<file path="src/common/lsu_macros.svh">
`ifndef LSU_MACROS_SVH
`define LSU_MACROS_SVH

// Data memory geometry

`define DMEM_WORDS 2048  // Words in the data memory
`define DMEM_AW    11    // Word address width

`define XLEN       32    // Data path width

`endif

</file>
<file path="src/common/mem_op_pkg.sv">
package mem_op_pkg;

    // Memory access width and extension, encoded as the RV32 funct3 field.
    // Codes outside this list are carried through the same type and mean
    // no operation: stores write nothing and loads return zero.
    typedef enum logic [2:0] {
        OP_B  = 3'd0,  // Byte, sign extended
        OP_H  = 3'd1,  // Halfword, sign extended
        OP_W  = 3'd2,  // Full word
        OP_BU = 3'd4,  // Byte, zero extended
        OP_HU = 3'd5   // Halfword, zero extended
    } mem_op_t;

endpackage

</file>
<file path="src/data_memory/load_align.sv">
`include "lsu_macros.svh"

module load_align
    import mem_op_pkg::*;
(
    input  logic [`XLEN-1:0] rword,
    input  mem_op_t          op,
    output logic [`XLEN-1:0] rdata
);

    logic [7:0]  byte_lane;
    logic [15:0] half_lane;

    assign byte_lane = rword[7:0];
    assign half_lane = rword[15:0];

    always_comb begin
        case (op)
            OP_B: begin
                rdata = {{(`XLEN-8){byte_lane[7]}}, byte_lane};  // Sign from bit 7
            end
            OP_H: begin
                rdata = {{(`XLEN-16){half_lane[15]}}, half_lane};  // Sign from bit 15
            end
            OP_W: begin
                rdata = rword;
            end
            OP_BU: begin
                rdata = {{(`XLEN-8){1'b0}}, byte_lane};
            end
            OP_HU: begin
                rdata = {{(`XLEN-16){1'b0}}, half_lane};
            end
            default: begin
                rdata = '0;  // Unknown funct3 loads zero
            end
        endcase
    end

endmodule

</file>
<file path="config.mk">
export PLATFORM = sky130hd
export DESIGN_NAME = load_align
export DESIGN_NICKNAME = d
export VERILOG_FILES = /design/src/common/mem_op_pkg.sv /design/src/data_memory/load_align.sv
export VERILOG_INCLUDE_DIRS = /design/src /design/src/common
export SDC_FILE = /design/constraint.sdc
export NUM_CORES = 1
export LEC_CHECK = 0
export ABC_CLOCK_PERIOD_IN_PS = 2700
export BUFFER_PORTS_ARGS = -buffer_cell sky130_fd_sc_hd__clkbuf_2
export CORE_UTILIZATION = 39
export DETAILED_ROUTE_END_ITERATION = 8
export PLACE_DENSITY = 0.91
export SYNTH_ARGS = -nofsm -noshare
export SYNTH_HDL_FRONTEND = slang
export SYNTH_SLANG_ARGS = --single-unit
</file>
<file path="constraint.sdc">
create_clock -name vclk -period 2.7
set_input_delay 0.81 -clock vclk [all_inputs]
set_output_delay 0.81 -clock vclk [all_outputs]
set_load 0.05 [all_outputs]
</file>
==> summary.txt <==
Least-Margin Pin Slew: 0.446 ns
Mean Syn Cell Area: 8.35 sq um
Switching share of power: 68.7%
Int Pwr: 0.0000856 W
Congestion Overflow GR: 0
Initial antenna violation count: 0
Antenna diodes: 0
Fin Setup TNS: 0 ns
Sequential cell count: 0
Mapped cell area: 593 sq um
Total wire length: 1.86 mm
Top cells by area, synth: mux2i_1 41%, o2bb2ai_1 10%, buf_6 9.5%
Initial Util: 43.9%
Drt drc: 0
Startpoint Class: primary input
Layout clock buffers: 0
Status: completed
Pwr per Cell Area: 269 nW/um^2
Avg WL per Cell: 12.4 microns
Share of cells above drive strength 1: 71.1%
Placed insts: 150
Placement row count: 13
Critical Path End Type: primary output
Largest net degree at the start of global routing: 26
FF+latch area: 0 sq um
Crit path time final: 2.64 ns
Hold Path Class: primary input to primary output
Final Setup Violations: 0
Crit-path max FO: 10
CP Data Arrival Time: 1.83 ns
Maximum clock frequency: 379 MHz
# port buffers: 67
Logic pwr share: 100.0%
DR vias/cell: 5.23
CP max-delay cell: or2_1
Slew Viols, Final: 0
Global Route Usage Sum: 21.3%
Peak VDD IR: 188 uV
CP dominant cell by count: clkbuf_2
CP required: 1.89 ns
Max stage delay on crit path: 0.28 ns
Final hold viol count: 0
Fin crit share: 97.6%
DIE WIDTH: 41.0 microns
DRT Pass-1 Iters: 4
Fin util: 75.2%
Core area: 1350 sq um
Antenna viol nets, final: 0
Net Count, Synth: 106
I/O pin cnt: 67
Placed Area: 1010 sq um
Count leader, synth: mux2i_1
Critical path class: primary input to primary output
Die Ht: 41.0 microns
Leak: 0.585 nW
Gp weighted congestion: 0.689
Netlist cell types: 15
Largest area contributor in the netlist: mux2i_1
Synth warn: 0
Psw: 0.000188 W
Max Cap Viol: 0
Sequential power share: 0%
Cell Chain, Critical Path: clkbuf_2, or2_1, buf_4, o21ai_2, clkbuf_2
Area growth syn-to-layout: 71.1%
Commonest cells post-synth: 24 x mux2i_1, 9 x o21ai_1, 8 x and2_1
Post-CTS Hold Fix Bufs: 0
Final Cell Area: 1010 sq um
Die area: 1680 sq um
Power share of the clock group: 0%
Mapped Cells: 71
Vias: 785
Slew headroom: 70.3%
DR iter-0 viols: 5
Share of the synthesized area in the top cell type: 40.5%
First-pass GRT wire length: 2.48 mm
Seq/Total Area, Yosys: 0%
Post-Layout Cell Count: 150
DP Wirelength: 1.56 mm
Vias in the first global route: 601
Post-layout nets: 172
## kinds of logic (layout without fill, tap and decap cells)
logic type / after synthesis / after routing / share of synthesized area, %
AO/OA/AOI/OAI: 25 / 25 / 29.1
buffers and inverters: 11 / 75 / 15.2
multiplexers: 24 / 24 / 40.5
AND/OR/NAND/NOR: 11 / 11 / 15.2
## critical path, delay by kind of cell
family / cells / cell delay (ns)
AOI/OAI and AO/OA: 1 / 0.14
buffers and inverters: 3 / 0.58
and+or+nand+nor: 1 / 0.28
## cell usage in the layout (no fill, tap or decap)
master,n
or2_1,1
buf_4,7
o21ai_0,5
and2_1,8
mux2i_1,24
nor2b_1,1
clkbuf_2,57
buf_2,7
buf_12,1
o21ai_2,12
nand4bb_4,1
clkbuf_4,3
o2bb2ai_2,8
## stage by stage
step | power, W | hold slack, ns | worst slack [ns]
after floorplan | 0.000207 | 1.84 | -0.373
after global placement | 0.000266 | 2.04 | 0.0838
after detailed placement | 0.000273 | 2.04 | 0.0444
after CTS | 0.000273 | 2.04 | 0.0447
after global routing | 0.000289 | 2.05 | -0.00315
final | 0.000273 | 2.03 | 0.0638
## worst paths after layout
check             startpoint   endpoint  slack [ns]  cells after the start
setup / recovery       op[2]  rdata[22]        0.06                      5
hold / removal     rword[11]  rdata[11]        2.03                      3
## area by class of cell
cell class	instances	area [sq um]
multi-input cells	60	581
repair buffers	75	415
fillers	109	335
well taps	15	18.8
## timing repair
| item | 4_1_cts | 5_1_grt |
|---|---|---|
| setup buffers | 0 | 0 |
| gates resized for setup | 0 | 13 |
| setup endpoints to repair | 0 | 10 |
## power by group through the flow
stage / logic, W / registers (W) / clock network [W]
finish: 0.000273 / 0 / 0
global route: 0.000289 / 0 / 0
CTS: 0.000273 / 0 / 0
detailed placement: 0.000273 / 0 / 0
global placement: 0.000266 / 0 / 0
floorplan: 0.000207 / 0 / 0
## layer usage
layer	vias to the layer above	GRT usage, %	wire length [microns]
li1	398	-	-
met1	363	24.8	728
met2	22	43.4	1060
met3	2	0	53
met4	0	2.50	19
met5	-	0	0
(Power assumes the default switching activity.)
