<file path="src/common/lsu_macros.svh">
`ifndef LSU_MACROS_SVH
`define LSU_MACROS_SVH

// Data memory geometry

`define DMEM_WORDS 2048  // Words in the data memory
`define DMEM_AW    11    // Word address width

`define XLEN       32    // Data path width

`endif

</file>
<file path="src/common/lsu_ctrl_pkg.sv">
package lsu_ctrl_pkg;

    // Owner of the shared memory port in the current cycle
    typedef enum logic [1:0] {
        GNT_NONE   = 2'd0,
        GNT_COMMIT = 2'd1,
        GNT_LOAD   = 2'd2
    } grant_t;

    // Occupancy of the speculative load queue
    typedef enum logic [1:0] {
        LQ_EMPTY = 2'd0,
        LQ_ONE   = 2'd1,
        LQ_FULL  = 2'd2
    } lq_state_t;

endpackage

</file>
<file path="src/common/mem_op_pkg.sv">
package mem_op_pkg;

    // Memory access width and extension, encoded as the RV32 funct3 field.
    // Codes outside this list are carried through the same type and mean
    // no operation: stores write nothing and loads return zero.
    typedef enum logic [2:0] {
        OP_B  = 3'd0,  // Byte, sign extended
        OP_H  = 3'd1,  // Halfword, sign extended
        OP_W  = 3'd2,  // Full word
        OP_BU = 3'd4,  // Byte, zero extended
        OP_HU = 3'd5   // Halfword, zero extended
    } mem_op_t;

endpackage

</file>
<file path="src/commit_unit.sv">
`include "lsu_macros.svh"

module commit_unit
    import mem_op_pkg::*;
    import lsu_ctrl_pkg::*;
(
    input  logic                clk,
    input  logic                reset,
    input  logic                cm_store,
    input  logic                cm_load,
    input  logic [`DMEM_AW-1:0] cm_addr,
    input  mem_op_t             cm_op,
    input  logic [`XLEN-1:0]    cm_wdata,
    input  logic [`XLEN-1:0]    cm_expect,
    output logic                cu_req,
    output logic                cu_write,
    output logic [`DMEM_AW-1:0] cu_addr,
    output mem_op_t             cu_op,
    output logic [`XLEN-1:0]    cu_wdata,
    input  grant_t              gnt,
    input  logic [`XLEN-1:0]    mem_rdata,
    output logic                cm_done,
    output logic                cm_exception
);

    logic granted;
    logic recheck;
    logic mismatch;

    // Strobes go straight to the port, commit never waits
    assign cu_req   = cm_store || cm_load;
    assign cu_write = cm_store;
    assign cu_addr  = cm_addr;
    assign cu_op    = cm_op;
    assign cu_wdata = cm_wdata;

    assign granted = (gnt == GNT_COMMIT);

    // A store strobe takes precedence if both are raised
    assign recheck = granted && cm_load && !cm_store;

    // Aligned value from memory against what the speculative load saw.
    // A store in the previous cycle is already in the array by now, so
    // the recheck observes it.
    assign mismatch = (mem_rdata != cm_expect);

    always_ff @(posedge clk) begin
        if (reset) begin
            cm_done      <= 1'b0;
            cm_exception <= 1'b0;
        end else begin
            cm_done      <= granted;
            cm_exception <= recheck && mismatch;  // Memory-order violation
        end
    end

endmodule

</file>
<file path="config.mk">
export PLATFORM = sky130hd
export DESIGN_NAME = commit_unit
export DESIGN_NICKNAME = d
export VERILOG_FILES = /design/src/common/lsu_ctrl_pkg.sv /design/src/common/mem_op_pkg.sv /design/src/commit_unit.sv
export VERILOG_INCLUDE_DIRS = /design/src /design/src/common
export SDC_FILE = /design/constraint.sdc
export NUM_CORES = 1
export LEC_CHECK = 0
export ABC_AREA = 0
export BUFFER_PORTS_ARGS = -buffer_cell sky130_fd_sc_hd__buf_2
export CORE_MARGIN = 5
export CORE_UTILIZATION = 24
export DETAILED_ROUTE_END_ITERATION = 10
export GPL_ROUTABILITY_DRIVEN = 0
export GPL_TIMING_DRIVEN = 0
export PLACE_DENSITY = 0.82
export SLEW_MARGIN = 20
export SYNTH_ARGS = -nofsm -noshare
export SYNTH_HDL_FRONTEND = slang
export SYNTH_SLANG_ARGS = --single-unit
</file>
<file path="constraint.sdc">
create_clock -name clk -period 1.4 [get_ports clk]
set_clock_uncertainty 0.1 [all_clocks]
set_input_delay 0.28 -clock clk [delete_from_list [all_inputs] [get_ports clk]]
set_output_delay 0.28 -clock clk [all_outputs]
set_load 0.02 [all_outputs]
</file>
==> out/qor.tcl, run 1 <==
set qor(synth_top_cell_by_area) {sky130_fd_sc_hd__buf_4}
set qor(die_w_um) 66.3
set qor(cp-end-kind) {output pin}
set qor(areaGrowthSynthToFinish_pct) 89.2
set qor(power.density_nw_per_um2) 459
set qor(grt_use_total_pct) 11.6
set qor(clock-sinks) 2
set qor(max_clock_freq_mhz) 832
set qor(yosys-top-cells-area) {sky130_fd_sc_hd__buf_4 (46%), sky130_fd_sc_hd__xnor2_1 (37%), sky130_fd_sc_hd__nand4_1 (6.6%)}
set qor(final_net_count) 335
set qor(timing.final.crit_period_ns) 1.20
set qor(pin_count_of_the_biggest_net_entering_global_routing) 4
set qor(grt_antenna_before_repair) 0
set qor(place.port_buffers) 119
set qor(dieHeight_um) 66.3
set qor(firstDrtPassIters) 2
set qor(routed_wire_length_per_instance_um) 11.7
set qor(clk_path_buf_depth) 2
set qor(detailroute.via_count) 1012
set qor(tritoncts) {yes}
set qor(remaining_drc_errors) 0
set qor(die-area_um2) 4400
set qor(crit_required_ns) 1.02
set qor(diodes_inserted) 0
set qor(ys_seq_area_share_pct) 5.25
set qor(ys_warn_count) 0
set qor(drive_gt1_share_pct) 78.8
set qor(fillerInstances) 318
set qor(sort_of_element_at_the_start_of_the_critical_path) {input pin}
set qor(cts.hold.buffers_added) 0
set qor(grt-ovfl-total) 0
set qor(clkTransAtPathRegs_ns) 0.03
set qor(yosys.cell_count.top_type) {sky130_fd_sc_hd__buf_4}
set qor(max_cap_viol_count) 0
set qor(synth_seq_cells) 2
set qor(mappedNetlistNets) 211
set qor(timing.critical_path.arrival_ns) 0.82
set qor(postSynthCellCount) 95
set qor(slew_viol_final) 0
set qor(drt_iter0_drc) 7
set qor(path_max_fanout) 2
set qor(vdd_drop_max_uv) 194
set qor(post-layout-total-power_mw) 0.662
set qor(viasPerCell) 3.88
set qor(ios) 166
set qor(multi_input_comb_area_um2) 375
set qor(min_period_over_period_pct) 85.9
set qor(vias_in_the_first_global_route) 994
set qor(cts_htree_levels) 1
set qor(cts_inserted_buffers) 3
set qor(final_core_util_pct) 47.2
set qor(mappedNetlistArea_um2) 762
set qor(wl_um) 3060
set qor(std_cell_rows) 20
set qor(finish_stage_setup_viols) 0
set qor(synth_edf_count) 0
set qor(cts.root.buffer_cell) {sky130_fd_sc_hd__clkbuf_4}
set qor(start_util_pct) 25.0
set qor(critical_setup_path_class) {input pin to output pin}
set qor(synth-main-ff-cell) {sky130_fd_sc_hd__dfxtp_1}
set qor(report.final.hold_viol_count) 0
set qor(syn_area_per_cell_um2) 8.02
set qor(postSynth.asyncResetShare_pct) 0
set qor(p_leak_nw) 0.804
set qor(hp-class) {input pin to flip-flop}
set qor(ant_nets) 0
set qor(timing.max_slew.rel_slack_pct) 81.0
set qor(synth_top_area_share_pct) 46.3
set qor(final-seq-area_um2) 40.0
set qor(core_area_um2) 3050
set qor(synthDistinctLibCells) 9
set qor(wire_length_of_the_first_global_routing_pass_um) 4080
set qor(max_slew.worst_pin.slew_ns) 0.285
set qor(rsz0062_at_grt) {false}
set qor(synthTopCellsByCount) {sky130_fd_sc_hd__buf_4 (47), sky130_fd_sc_hd__xnor2_1 (32), sky130_fd_sc_hd__nand4_1 (8), sky130_fd_sc_hd__dfxtp_1 (2), sky130_fd_sc_hd__nor4_1 (2)}
set qor(outcome) {finished, final reports clean}
==> cell families (layout without fill, tap and decap cells) <==
kind of cell,count (synthesis),count (layout),synth area share [%]
AND/OR/NAND/NOR,13,13,11.0
buffers and inverters,47,169,46.3
flip-flops,2,2,5.25
XOR/XNOR,32,32,36.8
AO/OA/AOI/OAI,1,1,0.656
==> power breakdown <==
| part | switching [mW] | internal, mW |
|---|---|---|
| Combinational | 0.210 | 0.265 |
| Sequential | 0.000323 | 0.0591 |
| Clock | 0.0335 | 0.0946 |
==> registers in the layout, summed over array words and instances (netlist names) <==
signal	flops
cm_done	1
cm_exception	1
==> path summary, 6_finish.rpt <==
path,depth (start not counted),to,start,slack [ns]
worst max-delay path,3,cu_req,cm_load,0.20
worst min-delay path,2,cm_done,gnt[1],0.14
==> repair_timing <==
item / CTS / global route
resized for setup: 0 / 1
buffers inserted: 0 / 0
endpoints found under the setup margin: 0 / 1
==> metal layers <==
metal  share of wire (%)  global-route usage (%)  routed length, µm
met1                  28                    10.6                853
met2                  59                    24.2               1790
met3                  13                    2.04                394
met4                0.62                    4.82                 19
met5                   0                       0                  0
==> worst max-delay path: stages <==
cell,delay (ns)
sky130_fd_sc_hd__buf_2,0.10
sky130_fd_sc_hd__or2_2,0.28
sky130_fd_sc_hd__buf_2,0.16
==> cells in the final DEF, fill, tap and decap left out, drive strengths merged <==
master and n:
a21oi 1, buf 166, clkbuf 3, dfxtp 2
nand3b 1, nand4 8, nor3b 1, nor4 2
or2 1, xnor2 32
==> final cells by class <==
| type | instances | area share [%] |
|---|---|---|
| Tap cell | 44 | 3.82 |
| Multi-Input combinational cell | 46 | 26.0 |
| Sequential cell | 2 | 2.78 |
| Buffer | 47 | 24.5 |
| Timing Repair Buffer | 119 | 41.3 |
| Clock buffer | 3 | 1.56 |
==> through the flow <==
step / worst slack (ns) / TNS (ns) / cell area [µm²] / std cells / hold slack [ns]
after global placement: -0.117 / -0.117 / 1410 / 258 / 0.374
final: 0.198 / 0 / 1440 / 261 / 0.140
after global routing: 0.113 / 0 / 1440 / 261 / 0.149
after floorplan: 0.329 / 0 / 762 / 95 / 0.267
after detailed placement: -0.0800 / -0.0800 / 1410 / 258 / 0.373
after CTS: 0.151 / 0 / 1440 / 261 / 0.135
Power figures use the tool's default switching activity.
==> inputs of run 2 (changes only) <==
--- a/config.mk
+++ b/config.mk
@@ -7,13 +7,13 @@
 export NUM_CORES = 1
 export LEC_CHECK = 0
 export ABC_AREA = 0
-export BUFFER_PORTS_ARGS = -buffer_cell sky130_fd_sc_hd__buf_2
-export CORE_MARGIN = 5
-export CORE_UTILIZATION = 24
+export CORE_AREA = 5 5 62 64
 export DETAILED_ROUTE_END_ITERATION = 10
+export DIE_AREA = 0 0 67 69
+export DONT_BUFFER_PORTS = 1
 export GPL_ROUTABILITY_DRIVEN = 0
 export GPL_TIMING_DRIVEN = 0
-export PLACE_DENSITY = 0.82
+export REMOVE_ABC_BUFFERS = 1
 export SLEW_MARGIN = 20
 export SYNTH_ARGS = -nofsm -noshare
 export SYNTH_HDL_FRONTEND = slang
==> constraint.sdc (replaced) <==
create_clock -name clk -period 1.17 [get_ports clk]
set_clock_uncertainty 0.1 [all_clocks]
set_input_delay 0.234 -clock clk [delete_from_list [all_inputs] [get_ports clk]]
set_output_delay 0.234 -clock clk [all_outputs]
set_load 0.02 [all_outputs]
==> out/qor.tcl, run 2 (synthesis gave the netlist of run 1 again) <==
set qor(max_slew.worst_pin.slew_ns) 0.293 ;# +0.00836 ns
set qor(fillerInstances) 365 ;# +15%
set qor(clk_path_buf_depth) 2 ;# unchanged
set qor(pin_count_of_the_biggest_net_entering_global_routing) 4 ;# unchanged
set qor(final_common_cell) {sky130_fd_sc_hd__xnor2_1}
set qor(dp_hpwl_um) 4540
set qor(diodes_inserted) 0 ;# unchanged
set qor(remaining_drc_errors) 0 ;# unchanged
set qor(ant_nets) 0 ;# unchanged
set qor(cts.root.buffer_cell) {sky130_fd_sc_hd__clkbuf_4}
set qor(start_util_pct) 23.6 ;# -1.4 points
set qor(final_net_count) 170 ;# -49%
set qor(p_leak_nw) 0.114 ;# -86%
set qor(min_period_over_period_pct) 84.8
set qor(cts_inserted_buffers) 3 ;# unchanged
set qor(clock-sinks) 2 ;# unchanged
set qor(max_clock_freq_mhz) 1010
set qor(areaGrowthSynthToFinish_pct) -33.7
set qor(core_area_um2) 3230 ;# +5.9%
set qor(vias_in_the_first_global_route) 553 ;# -44%
set qor(crit_required_ns) 0.84 ;# -0.18 ns
set qor(cp-end-kind) {output pin}
set qor(slew_viol_final) 0 ;# unchanged
set qor(finish_stage_setup_viols) 0 ;# unchanged
set qor(grt-ovfl-total) 0 ;# unchanged
set qor(wire_length_of_the_first_global_routing_pass_um) 5450 ;# +34%
set qor(commonest_cells_after_routing_fill_and_taps_aside) {sky130_fd_sc_hd__xnor2_1 (32), sky130_fd_sc_hd__nand4_1 (8), sky130_fd_sc_hd__clkbuf_4 (3), sky130_fd_sc_hd__dfxtp_1 (2)}
set qor(path_max_fanout) 1 ;# -1
set qor(tritoncts) {yes}
set qor(grt_use_total_pct) 19.0 ;# +7.4 points
set qor(detailroute.via_count) 477 ;# -53%
set qor(wl_um) 4720 ;# +54%
set qor(report.final.hold_viol_count) 0 ;# unchanged
set qor(routed_wire_length_per_instance_um) 48.2 ;# +310%
set qor(rsz0062_at_grt) {false}
set qor(timing.critical_path.arrival_ns) 0.66 ;# -0.16 ns
set qor(timing.max_slew.rel_slack_pct) 80.3 ;# -0.70 points
set qor(sort_of_element_at_the_start_of_the_critical_path) {flip-flop}
set qor(std_cell_rows) 21 ;# +5.0%
set qor(reg.largest.list) {cm_done x1, cm_exception x1}
set qor(critical_setup_path_class) {flip-flop to output pin}
set qor(dieHeight_um) 69 ;# +4.0%
set qor(place.port_buffers) 0 ;# -100%
set qor(power.density_nw_per_um2) 690 ;# +50%
set qor(grt_antenna_before_repair) 0 ;# unchanged
set qor(post-layout-total-power_mw) 0.349 ;# -47%
set qor(clkTransAtPathRegs_ns) 0.03 ;# about the same
set qor(die-area_um2) 4620 ;# +5.0%
set qor(outcome) {finished, final reports clean}
set qor(firstDrtPassIters) 3 ;# +1
set qor(drive_gt1_share_pct) 9.62 ;# -69 points
set qor(viasPerCell) 4.87 ;# +26%
set qor(ios) 166 ;# unchanged
set qor(timing.final.crit_period_ns) 0.992
set qor(die_w_um) 67 ;# +0.99%
set qor(vdd_drop_max_uv) 136 ;# -30%
set qor(max_cap_viol_count) 0 ;# unchanged
set qor(tns_ns) 0 ;# unchanged
set qor(hp-class) {input pin to flip-flop}
set qor(cts_htree_levels) 1 ;# unchanged
set qor(drt_iter0_drc) 7 ;# unchanged
[run 2: changes by cell type in the layout (fill, tap and decap cells not counted), sizes merged]
cell,previous run,this run
dlygate4sd3,0,1
buf,166,0
[run 2: what timing repair did]
| action | in CTS | in global routing |
|---|---|---|
| gates resized for setup | 0 | 1 |
| buffers inserted | 0 | 0 |
| endpoints found under the hold margin | 1 | 0 |
| hold buffers | 1 | 0 |
| endpoints found under the setup margin | 0 | 1 |
[run 2: routing by layer]
layer  up-vias  share of wire [%]  track usage, %
li1        175                  -               -
met1       179                 18            9.32
met2       121                 41            28.1
met3         2                 40            35.6
met4         0               0.28            3.38
met5         -                  0               0
[run 2: power by group]
part | internal, mW | total (mW) | leakage, nW | switching (mW)
clock | 0.113 | 0.150 | 0.0138 | 0.0371
combinational | 0.0854 | 0.124 | 0.0841 | 0.0390
sequential | 0.0708 | 0.0744 | 0.0163 | 0.00361
total | 0.269 | 0.349 | 0.114 | 0.0797
[run 2: final timing paths]
| kind | from | end | slack [ns] | depth (start not counted) |
|---|---|---|---|---|
| worst max-delay path | cm_done | cm_done | 0.18 | 0 |
| worst min-delay path | cm_load | cm_exception | 0.07 | 2 |
[run 2: area by class of cell]
class                      instances  area (µm²)  share of cell area (%)
tap                               46        57.6                    11.4
clock buffer                       3        22.5                    4.46
sequential                         2        40.0                    7.92
multi-input combinational         46         375                    74.3
timing repair buffer               1        10.0                    1.98
[run 2: stage by stage]
stage / cell area, µm² / utilization [%] / setup slack (ns) / std cells / hold slack, ns
2_1_floorplan: 409 / - / 0.145 / 48 / 0.221
3_3_place_gp: 467 / 14.4 / -0.0880 / 94 / 0.228
3_5_place_dp: 467 / 14.4 / -0.0831 / 94 / 0.229
4_1_cts: 499 / 15.4 / 0.140 / 98 / 0.0686
5_1_grt: 505 / 15.6 / 0.0678 / 98 / 0.0789
6_report: 505 / 15.6 / 0.178 / 98 / 0.0696
