--- src/common/lsu_macros.svh ---
`ifndef LSU_MACROS_SVH
`define LSU_MACROS_SVH

// Data memory geometry

`define DMEM_WORDS 2048  // Words in the data memory
`define DMEM_AW    11    // Word address width

`define XLEN       32    // Data path width

`endif

--- src/common/lsu_ctrl_pkg.sv ---
package lsu_ctrl_pkg;

    // Owner of the shared memory port in the current cycle
    typedef enum logic [1:0] {
        GNT_NONE   = 2'd0,
        GNT_COMMIT = 2'd1,
        GNT_LOAD   = 2'd2
    } grant_t;

    // Occupancy of the speculative load queue
    typedef enum logic [1:0] {
        LQ_EMPTY = 2'd0,
        LQ_ONE   = 2'd1,
        LQ_FULL  = 2'd2
    } lq_state_t;

endpackage

--- src/common/mem_op_pkg.sv ---
package mem_op_pkg;

    // Memory access width and extension, encoded as the RV32 funct3 field.
    // Codes outside this list are carried through the same type and mean
    // no operation: stores write nothing and loads return zero.
    typedef enum logic [2:0] {
        OP_B  = 3'd0,  // Byte, sign extended
        OP_H  = 3'd1,  // Halfword, sign extended
        OP_W  = 3'd2,  // Full word
        OP_BU = 3'd4,  // Byte, zero extended
        OP_HU = 3'd5   // Halfword, zero extended
    } mem_op_t;

endpackage

--- src/load_unit.sv ---
`include "lsu_macros.svh"

module load_unit
    import mem_op_pkg::*;
    import lsu_ctrl_pkg::*;
(
    input  logic                clk,
    input  logic                reset,
    input  logic                ld_req,
    input  logic [`DMEM_AW-1:0] ld_addr,
    input  mem_op_t             ld_op,
    output logic                ld_ready,
    output logic                lu_req,
    output logic [`DMEM_AW-1:0] lu_addr,
    output mem_op_t             lu_op,
    input  grant_t              gnt,
    input  logic [`XLEN-1:0]    mem_rdata,
    output logic                ld_valid,
    output logic [`XLEN-1:0]    ld_data
);

    logic [`DMEM_AW-1:0] addr_q [2];
    mem_op_t             op_q   [2];
    logic                rd_ptr;
    logic                wr_ptr;
    lq_state_t           lq_state;
    logic                push;
    logic                pop;

    assign ld_ready = (lq_state != LQ_FULL);
    assign push     = ld_req && ld_ready;  // Request while full is dropped
    assign pop      = (gnt == GNT_LOAD);

    // Head entry goes to the arbiter
    assign lu_req  = (lq_state != LQ_EMPTY);
    assign lu_addr = addr_q[rd_ptr];
    assign lu_op   = op_q[rd_ptr];

    always_ff @(posedge clk) begin
        if (push) begin
            addr_q[wr_ptr] <= ld_addr;
            op_q[wr_ptr]   <= ld_op;
        end
    end

    always_ff @(posedge clk) begin
        if (reset) begin
            rd_ptr   <= 1'b0;
            wr_ptr   <= 1'b0;
            lq_state <= LQ_EMPTY;
        end else begin
            if (push) wr_ptr <= ~wr_ptr;
            if (pop) rd_ptr <= ~rd_ptr;
            case (lq_state)
                LQ_EMPTY: if (push) lq_state <= LQ_ONE;
                LQ_ONE:   if (push && !pop) lq_state <= LQ_FULL;
                          else if (pop && !push) lq_state <= LQ_EMPTY;
                LQ_FULL:  if (pop) lq_state <= LQ_ONE;  // No push while full
                default:  lq_state <= LQ_EMPTY;
            endcase
        end
    end

    // Result one cycle after the grant
    always_ff @(posedge clk) begin
        if (reset) begin
            ld_valid <= 1'b0;
        end else begin
            ld_valid <= pop;
        end
    end

    always_ff @(posedge clk) begin
        if (pop) ld_data <= mem_rdata;
    end

endmodule

--- config.mk ---
export PLATFORM = sky130hd
export DESIGN_NAME = load_unit
export DESIGN_NICKNAME = d
export VERILOG_FILES = /design/src/common/lsu_ctrl_pkg.sv /design/src/common/mem_op_pkg.sv /design/src/load_unit.sv
export VERILOG_INCLUDE_DIRS = /design/src /design/src/common
export SDC_FILE = /design/constraint.sdc
export NUM_CORES = 1
export LEC_CHECK = 0
export BUFFER_PORTS_ARGS = -buffer_cell sky130_fd_sc_hd__buf_2
export CORE_MARGIN = 4
export CORE_UTILIZATION = 42
export DETAILED_ROUTE_END_ITERATION = 7
export PLACE_DENSITY_LB_ADDON = 0.25
export RECOVER_POWER = 50
export SYNTH_ARGS = -nofsm -noshare
export SYNTH_HDL_FRONTEND = slang
export SYNTH_SLANG_ARGS = --single-unit
--- constraint.sdc ---
create_clock -name clk -period 1.4 [get_ports clk]
set_clock_uncertainty 0.2 [all_clocks]
set_input_delay 0.14 -clock clk [delete_from_list [all_inputs] [get_ports clk]]
set_output_delay 0.14 -clock clk [all_outputs]
set_load 0.02 [all_outputs]
==> metrics.cfg, run 1 <==
[yosys]
ys_warn_count = 0
syn_inst = 102
avgSynthCellArea_um2 = 22.09
ys_seq_area_frac = 0.8529
synthMuxAreaShare = 0.07440
synth-simple-area-share = 0.03554
yosysUniqueCellTypes = 22
synth_compound_area_frac = 0.02332
synthesis.nets = 153
synth-adder-area-share = 0
ys_seq_elements = 66
synthXorXnorAreaFrac = 0.003887
syn-cell-area_mm2 = 0.002253
synth_top_family_by_area = multiplexers

[routing]
wire_per_inst_um = 16.34
routed_wl_mm = 5.557
drc = 0
via_count = 1548
drtIter0Drc = 56
via_per_inst = 4.553
drt-pass1-iter-count = 4
antenna_left = 0

[power]
power_density_mw_per_mm2 = 1224
seq_power_share = 0.511
p_sw_mw = 1.079
irDropWorstVdd_v = 0.0007326
combinationalPowerShare = 0.163
p_int_mw = 3.482
p_leak_nw = 1.509
clockPowerShare = 0.326
power_switching_share = 0.2366
p_total_mw = 4.561

[sta]
worst_pin_slew_ns = 0.6968
max_freq_ghz = 0.6089
rsz0062_at_grt = true
maxSlewViolCount = 0
fin_crit_ns = 1.642
setup-tns-final_ns = -3.206
max_slew_margin = 0.5355
post-route-period-util = 1.173
setup_violations = 15
finalWorstSetupSlack_ns = -0.2423
hold_viol = 0

[global_routing]
grt_pass1_vias = 1709
grt_pass1_wl_mm = 7.914
antenna_found_initial = 1
grt_usage = 0.1683
grt_max_degree = 30
grt.overflow.total = 0

[critical_path]
max_stage_delay_ns = 0.38
required_ns = 1.06
critPathBufInv = 2
r2r_slack_ns = 0.08
cp.arrival_ns = 1.30
path_class = reg2out
timing.rr.start = lq_state[0]
worstSetupEndpointType = primary output
slowest_stage = dfxtp_4
cp_max_fo = 7
crit_path_cell_trace = clkbuf_16 -> mux2_4 -> buf_6
worst_setup_path_start_kind = flop
path_delay_family = flip-flops
reg2reg_depth = 2
r2r-end = addr_q[1][1]

[placed_design]
numPortBuffers = 99
postPlaceCellArea_mm2 = 0.002914
gp_congestion = 0.6690
dp_hpwl_mm = 3.350

[floorplan]
ios = 100
fp.dieArea_mm2 = 0.006601
die_w_um = 81.25
fp-row-count = 26
die_h_um = 81.25
start_util = 0.4384
core_mm2 = 0.005140

[worst_hold_path]
holdPathEnd = ld_data[14]
whs_path_depth = 3
min_from = gnt[0]
hp-class = in2reg

[finish]
seqCellArea_mm2 = 0.001928
fin_nets = 316
layout-drive-gt1-share = 0.5130
fin_area_mm2 = 0.003725
area_delta_synth_final_pct = 65.30
post-route-util = 0.7247
multi_input_area_um2 = 367.9
layout_commonest_cell = buf_2
final_cell_mix = buf_2, edfxtp_1, dlygate4sd3_1
n_fill_cell = 364

[job]
drv_cap = 0

[clock_tree]
clock-sinks = 66
clockBufferDepth = 2
clock_latency_ns = 0.32
cts_tree = built
cts_made_buffers = 9
htree_num_levels = 3
clkTransAtPathRegs_ns = 0.07
cts-root-buf = clkbuf_8

[status]
violations = setup timing
status = complete, but fails checks

layer usage:
| layer | GRT usage | wire, um |
|---|---|---|
| met1 | 0.1584 | 1911 |
| met2 | 0.3186 | 3187 |
| met3 | 0.05765 | 313 |
| met4 | 0.08446 | 144 |
| met5 | 0 | 0 |
cell type report:
type | count | area share
tap | 70 | 0.02351
antenna | 1 | 0.0006718
timing repair buffer | 154 | 0.3080
clock inverter | 6 | 0.01579
inverter | 1 | 0.002351
sequential | 66 | 0.5176
clock buffer | 9 | 0.03326
multi-input combinational | 33 | 0.09876
what timing repair did:
item,in CTS,in global routing
hold buffers,48,0
setup buffers,1,0
gates cloned,0,1
pin swaps,1,0
endpoints found under the hold margin,66,0
gates resized for setup,9,44
setup endpoints to repair,16,29
metrics by stage:
step | worst slack (ns) | std cells | hold slack (ns)
floorplan | 0.01776 | 102 | 0.002445
global placement | 0.07432 | 275 | 0.1170
detailed placement | 0.05363 | 275 | 0.1181
CTS | -0.2756 | 338 | 0.06358
global route | -0.2804 | 340 | 0.2270
finish | -0.2423 | 340 | 0.2130
cell families after synthesis:
| group | after synthesis |
|---|---|
| AND/OR/NAND/NOR | 12 |
| XOR/XNOR | 1 |
| AO/OA/AOI/OAI | 5 |
| buffers and inverters | 3 |
| flip-flops | 66 |
| multiplexers | 15 |
worst max path at each step:
stage | from | end | slack (ns) | cells past startpoint
floorplan | lq_state[0] | addr_q[0][0] | 0.02 | 3
global placement | flop | lu_addr[0] | 0.07 | 3
detailed placement | lq_state[0] | addr_q[0][9] | 0.05 | 3
finish | flop | lu_addr[2] | -0.24 | 3
global route | flop | lu_addr[2] | -0.28 | 3
CTS | flop | lu_addr[0] | -0.28 | 3
Yosys cell counts, drive strengths merged:
cell	n	area, um2
a211oi	1	12.51
a21bo	1	10.01
a21oi	2	13.76
and2b	1	8.760
and3	1	7.510
buf	2	18.77
dfxtp	6	120.1
edfxtp	60	1802
inv	1	3.750
mux2	14	157.7
mux2i	1	10.01
nand2	1	3.750
nand2b	1	13.76
nand3b	1	7.510
nor2	2	7.510
nor2b	3	18.77
o32ai	1	16.27
or2	2	12.51
xnor2	1	8.760
registers in the layout, summed over array words and instances, names as in the netlist, named ones only:
signal	cells
op_q	6
rd_ptr	1
lq_state	2
ld_data	32
ld_valid	1
addr_q	22
wr_ptr	1
worst register-to-register path: stages, from the launching register on:
cell and delay [ns]:
dfxtp_2 0.33, nand2b_4 0.15, and3_4 0.33
power groups by stage:
| stage | logic [mW] | registers [mW] | clock network [mW] |
|---|---|---|---|
| final | 0.742 | 2.33 | 1.49 |
| after global routing | 0.787 | 2.34 | 1.60 |
| after CTS | 0.652 | 2.33 | 1.51 |
| after detailed placement | 0.530 | 2.37 | 0 |
| after global placement | 0.514 | 2.36 | 0 |
| after floorplan | 0.201 | 2.45 | 0 |
Note: power is estimated with default switching activity, not from simulation.
==> inputs of run 2 (changes only) <==
--- a/config.mk
+++ b/config.mk
@@ -11,7 +11,6 @@
 export CORE_UTILIZATION = 42
 export DETAILED_ROUTE_END_ITERATION = 7
 export PLACE_DENSITY_LB_ADDON = 0.25
-export RECOVER_POWER = 50
 export SYNTH_ARGS = -nofsm -noshare
 export SYNTH_HDL_FRONTEND = slang
 export SYNTH_SLANG_ARGS = --single-unit
==> run 2 against run 1 <==
- count of clock-buffer cells in the layout unchanged
- clock power about the same
- combinational power increased by 2%
- critical path type unchanged
- first-iteration DRC count increased by 16%
- the flow still finishes with violations (setup timing)
==> metrics.cfg, run 2 (same netlist as run 1, synthesis figures left out) <==
[status]
status = complete, but fails checks
violations = setup timing

[floorplan]
fp-row-count = 26  ; unchanged
die_h_um = 81.25  ; unchanged
fp.dieArea_mm2 = 0.006601  ; unchanged
ios = 100  ; unchanged
start_util = 0.4384  ; unchanged
core_mm2 = 0.005140  ; unchanged
die_w_um = 81.25  ; unchanged

[critical_path]
cp_max_fo = 7  ; unchanged
worstSetupEndpointType = primary output
path_class = reg2out
cp.arrival_ns = 1.30  ; about the same
worst_setup_path_start_kind = flop
path_delay_family = flip-flops
required_ns = 1.06  ; about the same
max_stage_delay_ns = 0.38  ; about the same
crit_path_cell_trace = clkbuf_16 -> mux2_4 -> buf_6
critPathBufInv = 2  ; unchanged
slowest_stage = dfxtp_4

[job]
drv_cap = 0  ; unchanged

[global_routing]
antenna_found_initial = 1  ; unchanged
grt_usage = 0.1683  ; unchanged
grt_pass1_wl_mm = 7.914  ; unchanged
grt_max_degree = 30  ; unchanged
grt_pass1_vias = 1709  ; unchanged
grt.overflow.total = 0  ; unchanged

[clock_tree]
htree_num_levels = 3  ; unchanged
cts-root-buf = clkbuf_8
clockBufferDepth = 2  ; unchanged
clock_latency_ns = 0.32  ; about the same
cts_made_buffers = 9  ; unchanged
clkTransAtPathRegs_ns = 0.07  ; about the same
cts_tree = built
clock-sinks = 66  ; unchanged

[placed_design]
dp_worst_setup_slack_ns = 0.05363  ; unchanged
numPortBuffers = 99  ; unchanged
dp_hpwl_mm = 3.350  ; unchanged
gp_congestion = 0.6690  ; unchanged

[routing]
drt-pass1-iter-count = 4  ; unchanged
drc = 0  ; unchanged
via_per_inst = 4.538  ; -0.32%
antenna_left = 0  ; unchanged
via_count = 1543  ; -0.32%
routed_wl_mm = 5.563  ; +0.11%
wire_per_inst_um = 16.36  ; +0.11%
drtIter0Drc = 65  ; +16%

[sta]
maxSlewViolCount = 0  ; unchanged
rsz0062_at_grt = true
max_slew_margin = 0.8739  ; +0.3384
fin_crit_ns = 1.643  ; +0.0009860 ns
hold_viol = 0  ; unchanged
worst_pin_slew_ns = 0.1839  ; -0.5129 ns
finalWorstSetupSlack_ns = -0.2433  ; -0.0009860 ns
post-route-period-util = 1.174  ; about the same
setup_violations = 15  ; unchanged
hold_slack_ns = 0.08214  ; -0.1309 ns
max_freq_ghz = 0.6085  ; about the same

[finish]
layout-drive-gt1-share = 0.5465  ; +0.03346
layout_commonest_cell = buf_2
area_delta_synth_final_pct = 67.41
fin_nets = 316  ; unchanged
reg_top3 = ld_data x32, addr_q x22, op_q x6
post-route-util = 0.7339  ; +0.009250
largest_reg_flops = 32  ; unchanged
regMostFlops = ld_data
final_cell_mix = buf_2, edfxtp_1, dlygate4sd3_1

[power]
power_density_mw_per_mm2 = 1213  ; -0.97%
p_leak_nw = 1.546  ; +2.4%
irDropWorstVdd_v = 0.0007361  ; +0.48%

[worst_hold_path]
hp-class = in2reg

==> run 2: cell count changes in the layout (fill, tap and decap cells not counted) <==
| cell | before | now |
|---|---|---|
| buf_12 | 1 | 3 |
| buf_2 | 76 | 83 |
| clkbuf_1 | 8 | 0 |
| clkbuf_2 | 1 | 0 |
| nor2b_1 | 3 | 2 |
| nor2b_4 | 0 | 1 |
==> run 2: final timing paths <==
check | cells past startpoint | endpoint | slack [ns] | start
max reg2reg | 2 | addr_q[1][1] | 0.07 | lq_state[0]
min reg2reg | 2 | flop | 0.32 | rd_ptr
min | 3 | ld_data[14] | 0.08 | gnt[0]
max | 3 | lu_addr[2] | -0.24 | flop
==> run 2: worst register-to-register path: cells and delay by family (launching register included) <==
family	cells	cell delay, ns
flops	1	0.33
simple gates	2	0.48
==> run 2: where the power goes <==
group	total (mW)	internal (mW)	leakage, nW	switching (mW)
Sequential	2.33	2.29	0.613	0.0409
Combinational	0.758	0.406	0.844	0.352
Clock	1.49	0.799	0.0885	0.686
Total	4.57	3.50	1.55	1.08
==> run 2: cell type report <==
| type | count | area (um2) |
|---|---|---|
| tap | 70 | 87.58 |
| inverter | 1 | 8.758 |
| antenna | 1 | 2.502 |
| clock inverter | 6 | 58.81 |
| fill | 356 | 1368 |
| timing repair buffer | 154 | 1187 |
| multi-input combinational | 33 | 375.4 |
| sequential | 66 | 1928 |
| clock buffer | 9 | 123.9 |
==> run 2: stage by stage <==
| step | setup TNS (ns) | instances | area, um2 | total power [mW] |
|---|---|---|---|---|
| after detailed placement | 0 | 275 | 2914 | 2.896 |
| after global placement | 0 | 275 | 2914 | 2.873 |
| after global routing | -3.803 | 340 | 3772 | 4.740 |
| final | -3.214 | 340 | 3772 | 4.574 |
| after floorplan | 0 | 102 | 2260 | 2.650 |
| after CTS | -3.654 | 338 | 3600 | 4.491 |
==> run 2: per-layer routing <==
metal  share of wire  track usage
met3           0.056      0.05765
met4           0.022      0.08446
met1            0.34       0.1584
met2            0.58       0.3186
met5               0            0
==> run 2: what timing repair did <==
item,in CTS,in global routing
cloned,0,1
endpoints found under the hold margin,66,0
buffers inserted,1,0
hold buffers,48,0
endpoints found under the setup margin,16,29
gates resized for setup,9,44
pin swaps,1,0
