### src/common/lsu_macros.svh
`ifndef LSU_MACROS_SVH
`define LSU_MACROS_SVH

// Data memory geometry

`define DMEM_WORDS 2048  // Words in the data memory
`define DMEM_AW    11    // Word address width

`define XLEN       32    // Data path width

`endif

### src/common/lsu_ctrl_pkg.sv
package lsu_ctrl_pkg;

    // Owner of the shared memory port in the current cycle
    typedef enum logic [1:0] {
        GNT_NONE   = 2'd0,
        GNT_COMMIT = 2'd1,
        GNT_LOAD   = 2'd2
    } grant_t;

    // Occupancy of the speculative load queue
    typedef enum logic [1:0] {
        LQ_EMPTY = 2'd0,
        LQ_ONE   = 2'd1,
        LQ_FULL  = 2'd2
    } lq_state_t;

endpackage

### src/common/mem_op_pkg.sv
package mem_op_pkg;

    // Memory access width and extension, encoded as the RV32 funct3 field.
    // Codes outside this list are carried through the same type and mean
    // no operation: stores write nothing and loads return zero.
    typedef enum logic [2:0] {
        OP_B  = 3'd0,  // Byte, sign extended
        OP_H  = 3'd1,  // Halfword, sign extended
        OP_W  = 3'd2,  // Full word
        OP_BU = 3'd4,  // Byte, zero extended
        OP_HU = 3'd5   // Halfword, zero extended
    } mem_op_t;

endpackage

### src/mem_arbiter.sv
`include "lsu_macros.svh"

module mem_arbiter
    import mem_op_pkg::*;
    import lsu_ctrl_pkg::*;
(
    input  logic                cu_req,
    input  logic                cu_write,
    input  logic [`DMEM_AW-1:0] cu_addr,
    input  mem_op_t             cu_op,
    input  logic [`XLEN-1:0]    cu_wdata,
    input  logic                lu_req,
    input  logic [`DMEM_AW-1:0] lu_addr,
    input  mem_op_t             lu_op,
    output grant_t              gnt,
    output logic                mem_we,
    output logic [`DMEM_AW-1:0] mem_addr,
    output mem_op_t             mem_op,
    output logic [`XLEN-1:0]    mem_wdata
);

    logic commit_won;

    // Commit side always wins, loads only get idle cycles
    always_comb begin
        if (cu_req) begin
            gnt = GNT_COMMIT;
        end else if (lu_req) begin
            gnt = GNT_LOAD;
        end else begin
            gnt = GNT_NONE;
        end
    end

    assign commit_won = (gnt == GNT_COMMIT);

    // Port steering, the load side parks on the port when nobody asks
    assign mem_addr  = commit_won ? cu_addr : lu_addr;
    assign mem_op    = commit_won ? cu_op : lu_op;
    assign mem_wdata = commit_won ? cu_wdata : '0;  // Loads carry no write data
    assign mem_we    = commit_won && cu_write;

endmodule

### config.mk
export PLATFORM = sky130hd
export DESIGN_NAME = mem_arbiter
export DESIGN_NICKNAME = d
export VERILOG_FILES = /design/src/common/lsu_ctrl_pkg.sv /design/src/common/mem_op_pkg.sv /design/src/mem_arbiter.sv
export VERILOG_INCLUDE_DIRS = /design/src /design/src/common
export SDC_FILE = /design/constraint.sdc
export NUM_CORES = 1
export LEC_CHECK = 0
export ABC_AREA = 1
export BUFFER_PORTS_ARGS = -buffer_cell sky130_fd_sc_hd__buf_2
export CORE_UTILIZATION = 21
export DETAILED_ROUTE_END_ITERATION = 10
export PLACE_DENSITY = 0.8
export SETUP_SLACK_MARGIN = 0.05
export SLEW_MARGIN = 5
export SYNTH_ARGS = -nofsm -noshare
export SYNTH_HDL_FRONTEND = slang
export SYNTH_SLANG_ARGS = --single-unit
### constraint.sdc
create_clock -name vclk -period 0.8
set_input_delay 0.16 -clock vclk [all_inputs]
set_output_delay 0.16 -clock vclk [all_outputs]
set_load 0.005 [all_outputs]
==> flow_metrics.env, run 1 <==
export IMPL_status="complete, but fails checks"
export IMPL_violations="negative setup slack"
export IMPL_synth_fp_nets=181
export IMPL_cp_max_fo=11
export IMPL_synth_common_cells="75 x nand2_1, 35 x inv_1, 3 x buf_2"
export IMPL_drt_pre_antenna_iters=3
export IMPL_synth_top_cell_by_area="nand2_1"
export IMPL_grt_ovfl_total=0
export IMPL_via_per_inst=3.85
export IMPL_multi_input_area_um2=320
export IMPL_ios=112
export IMPL_synthTopCellsByArea="nand2_1 60%, inv_1 28%, buf_6 4.8%"
export IMPL_cp_num_cells=5
export IMPL_grt_usage_pct=13.7
export IMPL_powerDensity_nw_per_um2=479
export IMPL_required_ns=0.64
export IMPL_cp_cell_sequence="buf_12 > clkbuf_16 > nand2_1 > nand2_1 > buf_2"
export IMPL_die_w_um=49.3
export IMPL_setup_viol=28
export IMPL_grt_met1_usage_pct=11.9
export IMPL_met3_usage_pct=4.05
export IMPL_ys_types=6
export IMPL_grt_pass1_wl_mm=2.79
export IMPL_place_area_um2=1070
export IMPL_yosys_warnings=0
export IMPL_grt_start_max_net_pins=28
export IMPL_maxCapViolCount=0
export IMPL_syn_area_per_cell_um2=3.98
export IMPL_hpwl_mm=1.54
export IMPL_path_class="input pin to output port"
export IMPL_min_delay_path_depth=4
export IMPL_max_vdd_ir_drop_uv=255
export IMPL_clkbuf_count=0
export IMPL_die_h_um=49.3
export IMPL_critPathMostFrequentCell="nand2_1"
export IMPL_hp_class="input pin to output port"
export IMPL_port_buffers=112
export IMPL_rows=16
export IMPL_syn_area_um2=469
export IMPL_fin_crit_ns=0.826
export IMPL_holdBufCountCts=0
export IMPL_p_leak_nw=1.01
export IMPL_grt_util_met2_pct=30.6
export IMPL_gp_congestion=0.725
export IMPL_drcViolationCount=0
export IMPL_dieArea_um2=2430
export IMPL_coreArea_um2=2020
export IMPL_slew_violations=0
export IMPL_post_drt_wl_per_cell_um=7.71
export IMPL_cts_setup_buffers=0
export IMPL_worst_slack_ns=-0.0257
export IMPL_fillCellCount=209
export IMPL_startpoint_type="input pin"
export IMPL_fmax_mhz=1210
export IMPL_layout_nets=295
export IMPL_seqCellArea_um2=0
export IMPL_synth_top_area_share_pct=60.0
export IMPL_via_count=989
export IMPL_flops_and_latches=0
export IMPL_synthToLayoutAreaGrowth_pct=155
export IMPL_postSynthCellCount=118
export IMPL_drt_wl_total_mm=1.98
export IMPL_cp_buffers_inverters=3
export IMPL_fin_crit_sh_pct=103
export IMPL_critPathCaptureType="output port"
export IMPL_antenna_cells=0
export IMPL_tightest_slew_ns=0.0776
export IMPL_ant_nets=0
export IMPL_grt_busiest_layer="met2"
export IMPL_rsz0062_at_grt="true"
export IMPL_stdcell_area_um2=1200
export IMPL_initial_core_util_pct=23.2
export IMPL_slew_headroom_pct=94.8
export IMPL_drive_gt1_share_pct=58.7
export IMPL_synth_sequential_area_ratio_pct=0
export IMPL_hold_violations=0
export IMPL_pre_cts_ws_ns=-0.126
export IMPL_critPathTopFamily="buffers and inverters"
export IMPL_drt_iter0_markers=6
export IMPL_crit_arrival_ns=0.67
export IMPL_synth_most_common_cell="nand2_1"
export IMPL_antenna_found_initial=0
export IMPL_critPathSlowestCell="clkbuf_16"
export IMPL_first_global_vias=753
export IMPL_max_stage_delay_ns=0.16
==> per-layer routing <==
layer	share of wire [%]	wire length (µm)	vias up
li1	-	-	541
met1	36	710	380
met2	49	964	68
met3	15	306	0
met4	0	0	0
met5	0	0	-
==> cell families (layout without fill, tap and decap cells) <==
family / count (synthesis) / in the layout / share of synthesized area, %
simple gates: 76 / 76 / 60.8
buf+inv: 42 / 154 / 39.2
==> path summary, 6_finish.rpt <==
path / start / to / slack (ns)
min: cu_wdata[25] / mem_wdata[25] / 0.57
max: cu_req / mem_op[1] / -0.03
==> what timing repair did <==
item                       4_1_cts  5_1_grt
setup endpoints to repair       49       48
cloned                           1        2
gates resized for setup         12       17
pin swaps                        0        0
==> cells in the final DEF (no fill, tap or decap) <==
cell type,instances
nand2_2,11
buf_2,110
nor2_1,1
nand2_4,1
inv_2,3
inv_8,1
buf_12,3
nand2_1,63
inv_1,31
buf_6,4
clkbuf_16,2
==> power breakdown <==
group          leakage, nW  switching (mW)  internal [mW]
Clock                    0               0              0
Combinational         1.01           0.243          0.331
Sequential               0               0              0
==> per-stage QoR <==
stage,util (%),hold WS (ns),std cells,total power [mW],setup TNS (ns)
after floorplan,-,0.387,118,0.197,0
after global placement,52.7,0.563,254,0.495,-2.59
after detailed placement,52.7,0.566,254,0.501,-3.21
after CTS,54.8,0.567,255,0.528,-0.0100
after global routing,59.3,0.580,257,0.641,-1.35
final,59.3,0.567,257,0.575,-0.192
==> cell type report <==
cell class	count	area share, %
inverter	35	11.6
multi-input combinational	76	26.7
tap	27	2.82
timing repair buffer	119	58.9
No activity file was read; power rests on OpenSTA's default activity.
==> run 2: changes to the inputs <==
CORE_UTILIZATION = 25   (was 21)
PLACE_DENSITY = 0.89   (was 0.8)
RECOVER_POWER = 100   (was not set)
clock period = 1 ns   (was 0.8 ns; I/O delays follow)
==> run 2 against run 1 <==
The flow now finishes without violations. Clock-buffer cell count is the same. Wire length grew 3.0%. Combinational power shrank 26%. Critical path depth grew 1. Highest routed layer unchanged. Power shrank 26%. Flip-flop and latch count is the same. Setup slack gained 0.11 ns. Non-clock buffer count shrank 1. Largest cell class unchanged. Utilization grew 5.1 points. Global-route usage grew 1.6 points. Worst hold slack gained 0.080 ns. Sequential share of layout area is the same.
==> flow_metrics.env, run 2 (synthesized netlist as in run 1, its figures left out) <==
export IMPL_slew_violations=0
export IMPL_port_buffers=112
export IMPL_drive_gt1_share_pct=43.2
export IMPL_synthToLayoutAreaGrowth_pct=139
export IMPL_via_per_inst=3.86
export IMPL_cts_setup_buffers=0
export IMPL_ant_nets=0
export IMPL_setup_viol=0
export IMPL_drt_wl_total_mm=2.04
export IMPL_die_h_um=45.3
export IMPL_die_w_um=45.3
export IMPL_max_vdd_ir_drop_uv=190
export IMPL_fin_crit_sh_pct=91.4
export IMPL_grt_pass1_wl_mm=2.46
export IMPL_powerDensity_nw_per_um2=380
export IMPL_startpoint_type="input pin"
export IMPL_pre_cts_ws_ns=-0.0171
export IMPL_first_global_vias=664
export IMPL_min_from="cu_wdata[30]"
export IMPL_seqCellArea_um2=0
export IMPL_tightest_slew_ns=0.0975
export IMPL_worstSetupStartpoint="cu_req"
export IMPL_final_common_cell="buf_2"
export IMPL_grt_ovfl_total=0
export IMPL_cp_max_fo=6
export IMPL_grt_usage_pct=15.2
export IMPL_fillCellCount=190
export IMPL_multi_input_area_um2=285
export IMPL_layout_common_cells="90 x buf_2, 75 x nand2_1, 34 x inv_1, 20 x clkbuf_1, 4 x buf_12"
export IMPL_coreArea_um2=1750
export IMPL_drt_iter0_markers=5
export IMPL_ios=112
export IMPL_gp_congestion=0.699
export IMPL_fin_tns_setup_ns=0
export IMPL_critPathCaptureType="output port"
export IMPL_slew_headroom_pct=93.5
export IMPL_stdcell_count=254
export IMPL_place_inst=252
export IMPL_hp_class="input pin to output port"
export IMPL_hpwl_mm=1.64
export IMPL_drt_pre_antenna_iters=4
export IMPL_via_count=981
export IMPL_p_leak_nw=0.935
export IMPL_antenna_cells=0
export IMPL_status="finished clean"
export IMPL_worstSetupEndpoint="mem_op[0]"
export IMPL_hold_violations=0
export IMPL_hold_ws_ns=0.647
export IMPL_layout_nets=294
export IMPL_required_ns=0.80
export IMPL_antenna_found_initial=0
export IMPL_maxCapViolCount=0
export IMPL_grt_start_max_net_pins=29
export IMPL_crit_arrival_ns=0.71
export IMPL_rows=15
export IMPL_rsz0062_at_grt="true"
export IMPL_worst_slack_ns=0.0856
export IMPL_post_drt_wl_per_cell_um=8.04
export IMPL_clkbuf_count=0
export IMPL_dieArea_um2=2050
export IMPL_fin_crit_ns=0.914
export IMPL_path_class="input pin to output port"
export IMPL_initial_core_util_pct=26.9
export IMPL_flops_and_latches=0
export IMPL_drcViolationCount=0
export IMPL_fmax_mhz=1090
==> run 2: final cells by class <==
cell class                      count  share of cell area [%]
Timing Repair Buffer              118                    59.5
Multi-Input combinational cell     76                    25.4
Inverter                           35                    12.4
Tap cell                           25                    2.78
==> run 2: critical path, cell delays in order <==
cell	delay, ns
buf_12	0.12
inv_8	0.06
clkbuf_16	0.13
nand2_1	0.04
nand2_1	0.05
clkbuf_1	0.11
==> run 2: power by group <==
part / switching (mW) / internal (mW) / total (mW)
Sequential: 0 / 0 / 0
Clock: 0 / 0 / 0
Combinational: 0.185 / 0.243 / 0.427
Total: 0.185 / 0.243 / 0.427
==> run 2: routing by layer <==
| metal | track usage [%] | vias up | part of all wire, % |
|---|---|---|---|
| met3 | 1.20 | 0 | 12 |
| met4 | 0 | 0 | 0 |
| met2 | 31.3 | 66 | 52 |
| met5 | 0 | - | 0 |
| met1 | 17.6 | 380 | 36 |
| li1 | - | 535 | - |
==> run 2: repair_timing <==
item,in CTS,in global routing
hold endpoints to repair,0,0
endpoints found under the setup margin,31,17
hold buffers,0,0
gates cloned,0,2
resized for setup,4,7
==> run 2: worst min path at each step <==
stage,slack (ns),end,cells after the start
2_1_floorplan,0.47,gnt[1],2
3_3_place_gp,0.64,mem_wdata[30],4
3_5_place_dp,0.65,mem_wdata[2],4
4_1_cts,0.65,mem_wdata[13],4
5_1_grt,0.66,mem_wdata[8],4
6_report,0.65,mem_wdata[30],4
==> run 2: through the flow <==
stage / power (mW) / util, % / instance area (µm²)
2_1_floorplan: 0.157 / - / 469
3_3_place_gp: 0.396 / 60.9 / 1060
3_5_place_dp: 0.401 / 60.9 / 1060
4_1_cts: 0.409 / 61.5 / 1070
5_1_grt: 0.484 / 64.4 / 1120
6_report: 0.427 / 64.4 / 1120
==> run 3: changes to the inputs <==
RECOVER_POWER = 25   (was 100)
==> run 3 against run 2 <==
Maximum frequency grew 1.0%. Power rose by 2.3%. Via count shrank 0.20%. Critical endpoint is now mem_addr[3]. Flip-flop and latch count is the same. Critical path type unchanged. Global-route usage unchanged. Combinational power increased by 2%. Non-clock buffer count stayed put. Wire length is 0.29% lower. Critical path depth unchanged.
==> flow_metrics.env, run 3 (synthesized netlist as in run 1, its figures left out) <==
export IMPL_status="finished clean"
export IMPL_startpoint_type="input pin"
export IMPL_gp_congestion=0.699
export IMPL_flops_and_latches=0
export IMPL_drt_wl_total_mm=2.04
export IMPL_fmax_mhz=1100
export IMPL_layout_common_cells="109 x buf_2, 75 x nand2_1, 34 x inv_1, 4 x buf_12"
export IMPL_maxCapViolCount=0
export IMPL_drive_gt1_share_pct=51.1
export IMPL_via_per_inst=3.85
export IMPL_hp_class="input pin to output port"
export IMPL_combPwrFrac_pct=100.0
export IMPL_layout_nets=294
export IMPL_setup_viol=0
export IMPL_tightest_slew_ns=0.0875
export IMPL_sequentialPowerShare_pct=0
export IMPL_min_delay_path_depth=4
export IMPL_synthToLayoutAreaGrowth_pct=144
export IMPL_antenna_found_initial=0
export IMPL_worst_slack_ns=0.0949
export IMPL_path_class="input pin to output port"
export IMPL_powerDensity_nw_per_um2=381
export IMPL_switching_share_pct=41.9
export IMPL_grt_start_max_net_pins=29
export IMPL_die_w_um=45.3
export IMPL_crit_arrival_ns=0.71
export IMPL_p_clk_share_pct=0
export IMPL_cp_max_fo=6
export IMPL_antenna_cells=0
export IMPL_slew_headroom_pct=94.2
export IMPL_rows=15
export IMPL_p_switching_mw=0.183
export IMPL_min_to="mem_wdata[30]"
export IMPL_port_buffers=112
export IMPL_drt_pre_antenna_iters=4
export IMPL_fillCellCount=173
export IMPL_dieArea_um2=2050
export IMPL_first_global_vias=664
export IMPL_fin_crit_sh_pct=90.5
export IMPL_stdcell_area_um2=1150
export IMPL_die_h_um=45.3
export IMPL_place_area_um2=1060
export IMPL_multi_input_area_um2=285
export IMPL_grt_pass1_wl_mm=2.46
export IMPL_fin_crit_ns=0.905
export IMPL_clkbuf_count=0
export IMPL_seqCellArea_um2=0
export IMPL_min_from="cu_wdata[30]"
export IMPL_ant_nets=0
export IMPL_final_common_cell="buf_2"
export IMPL_initial_core_util_pct=26.9
export IMPL_worstSetupStartpoint="cu_req"
export IMPL_required_ns=0.80
export IMPL_rsz0062_at_grt="true"
export IMPL_via_count=979
export IMPL_critPathCaptureType="output port"
export IMPL_p_int_mw=0.254
export IMPL_holdBufCountCts=0
export IMPL_grt_usage_pct=15.2
export IMPL_hold_violations=0
export IMPL_pre_cts_ws_ns=-0.0171
export IMPL_drcViolationCount=0
export IMPL_drt_iter0_markers=5
export IMPL_slew_violations=0
export IMPL_ios=112
export IMPL_p_leak_nw=0.995
export IMPL_hpwl_mm=1.64
export IMPL_post_drt_wl_per_cell_um=8.01
export IMPL_coreArea_um2=1750
export IMPL_max_vdd_ir_drop_uv=197
export IMPL_grt_ovfl_total=0
run 3: cell types whose count changed in the layout (fill, tap and decap cells not counted), sizes merged:
cell    change
clkbuf     -19
buf        +19
run 3: area by class of cell:
cell class / instances / share of cell area, %
Tap cell: 25 / 2.73
Multi-Input combinational cell: 76 / 24.9
Timing Repair Buffer: 118 / 60.3
Inverter: 35 / 12.1
run 3: layer usage:
layer,GRT usage (%),share of wire (%),routed length (µm),vias up
met5,0,0,0,-
met4,0,0,0,0
met3,1.20,11,222,0
met2,31.3,52,1060,64
met1,17.6,37,754,380
li1,-,-,-,535
run 3: timing repair:
action / in CTS / in global routing
endpoints found under the setup margin: 31 / 17
resized for setup: 4 / 7
cloned: 0 / 2
endpoints found under the hold margin: 0 / 0
buffers inserted: 0 / 0
run 3: how the worst max path moves through the flow:
stage                              to  cells after the start
final                     mem_addr[3]                      6
after global routing      mem_addr[5]                      5
after CTS                 mem_addr[1]                      6
after detailed placement  mem_addr[1]                      5
after global placement    mem_addr[3]                      5
after floorplan           mem_addr[2]                      4
run 3: power by group through the flow:
| stage | Clock [mW] | Sequential (mW) | Combinational, mW |
|---|---|---|---|
| 2_1_floorplan | 0 | 0 | 0.157 |
| 3_3_place_gp | 0 | 0 | 0.396 |
| 3_5_place_dp | 0 | 0 | 0.401 |
| 4_1_cts | 0 | 0 | 0.409 |
| 5_1_grt | 0 | 0 | 0.494 |
| 6_report | 0 | 0 | 0.437 |
run 3: through the flow:
step                TNS, ns  hold WS [ns]  cells  power [mW]  util, %
CTS                       0         0.648    252       0.409     61.5
global route              0         0.664    254       0.494     65.7
floorplan                 0         0.467    118       0.157        -
finish                    0         0.647    254       0.437     65.7
detailed placement  -0.0320         0.647    252       0.401     60.9
global placement          0         0.644    252       0.396     60.9
run 3: worst max-delay path: stages:
cell	delay [ns]
buf_12	0.12
inv_8	0.06
clkbuf_16	0.13
nand2_1	0.05
nand2_1	0.05
buf_2	0.10
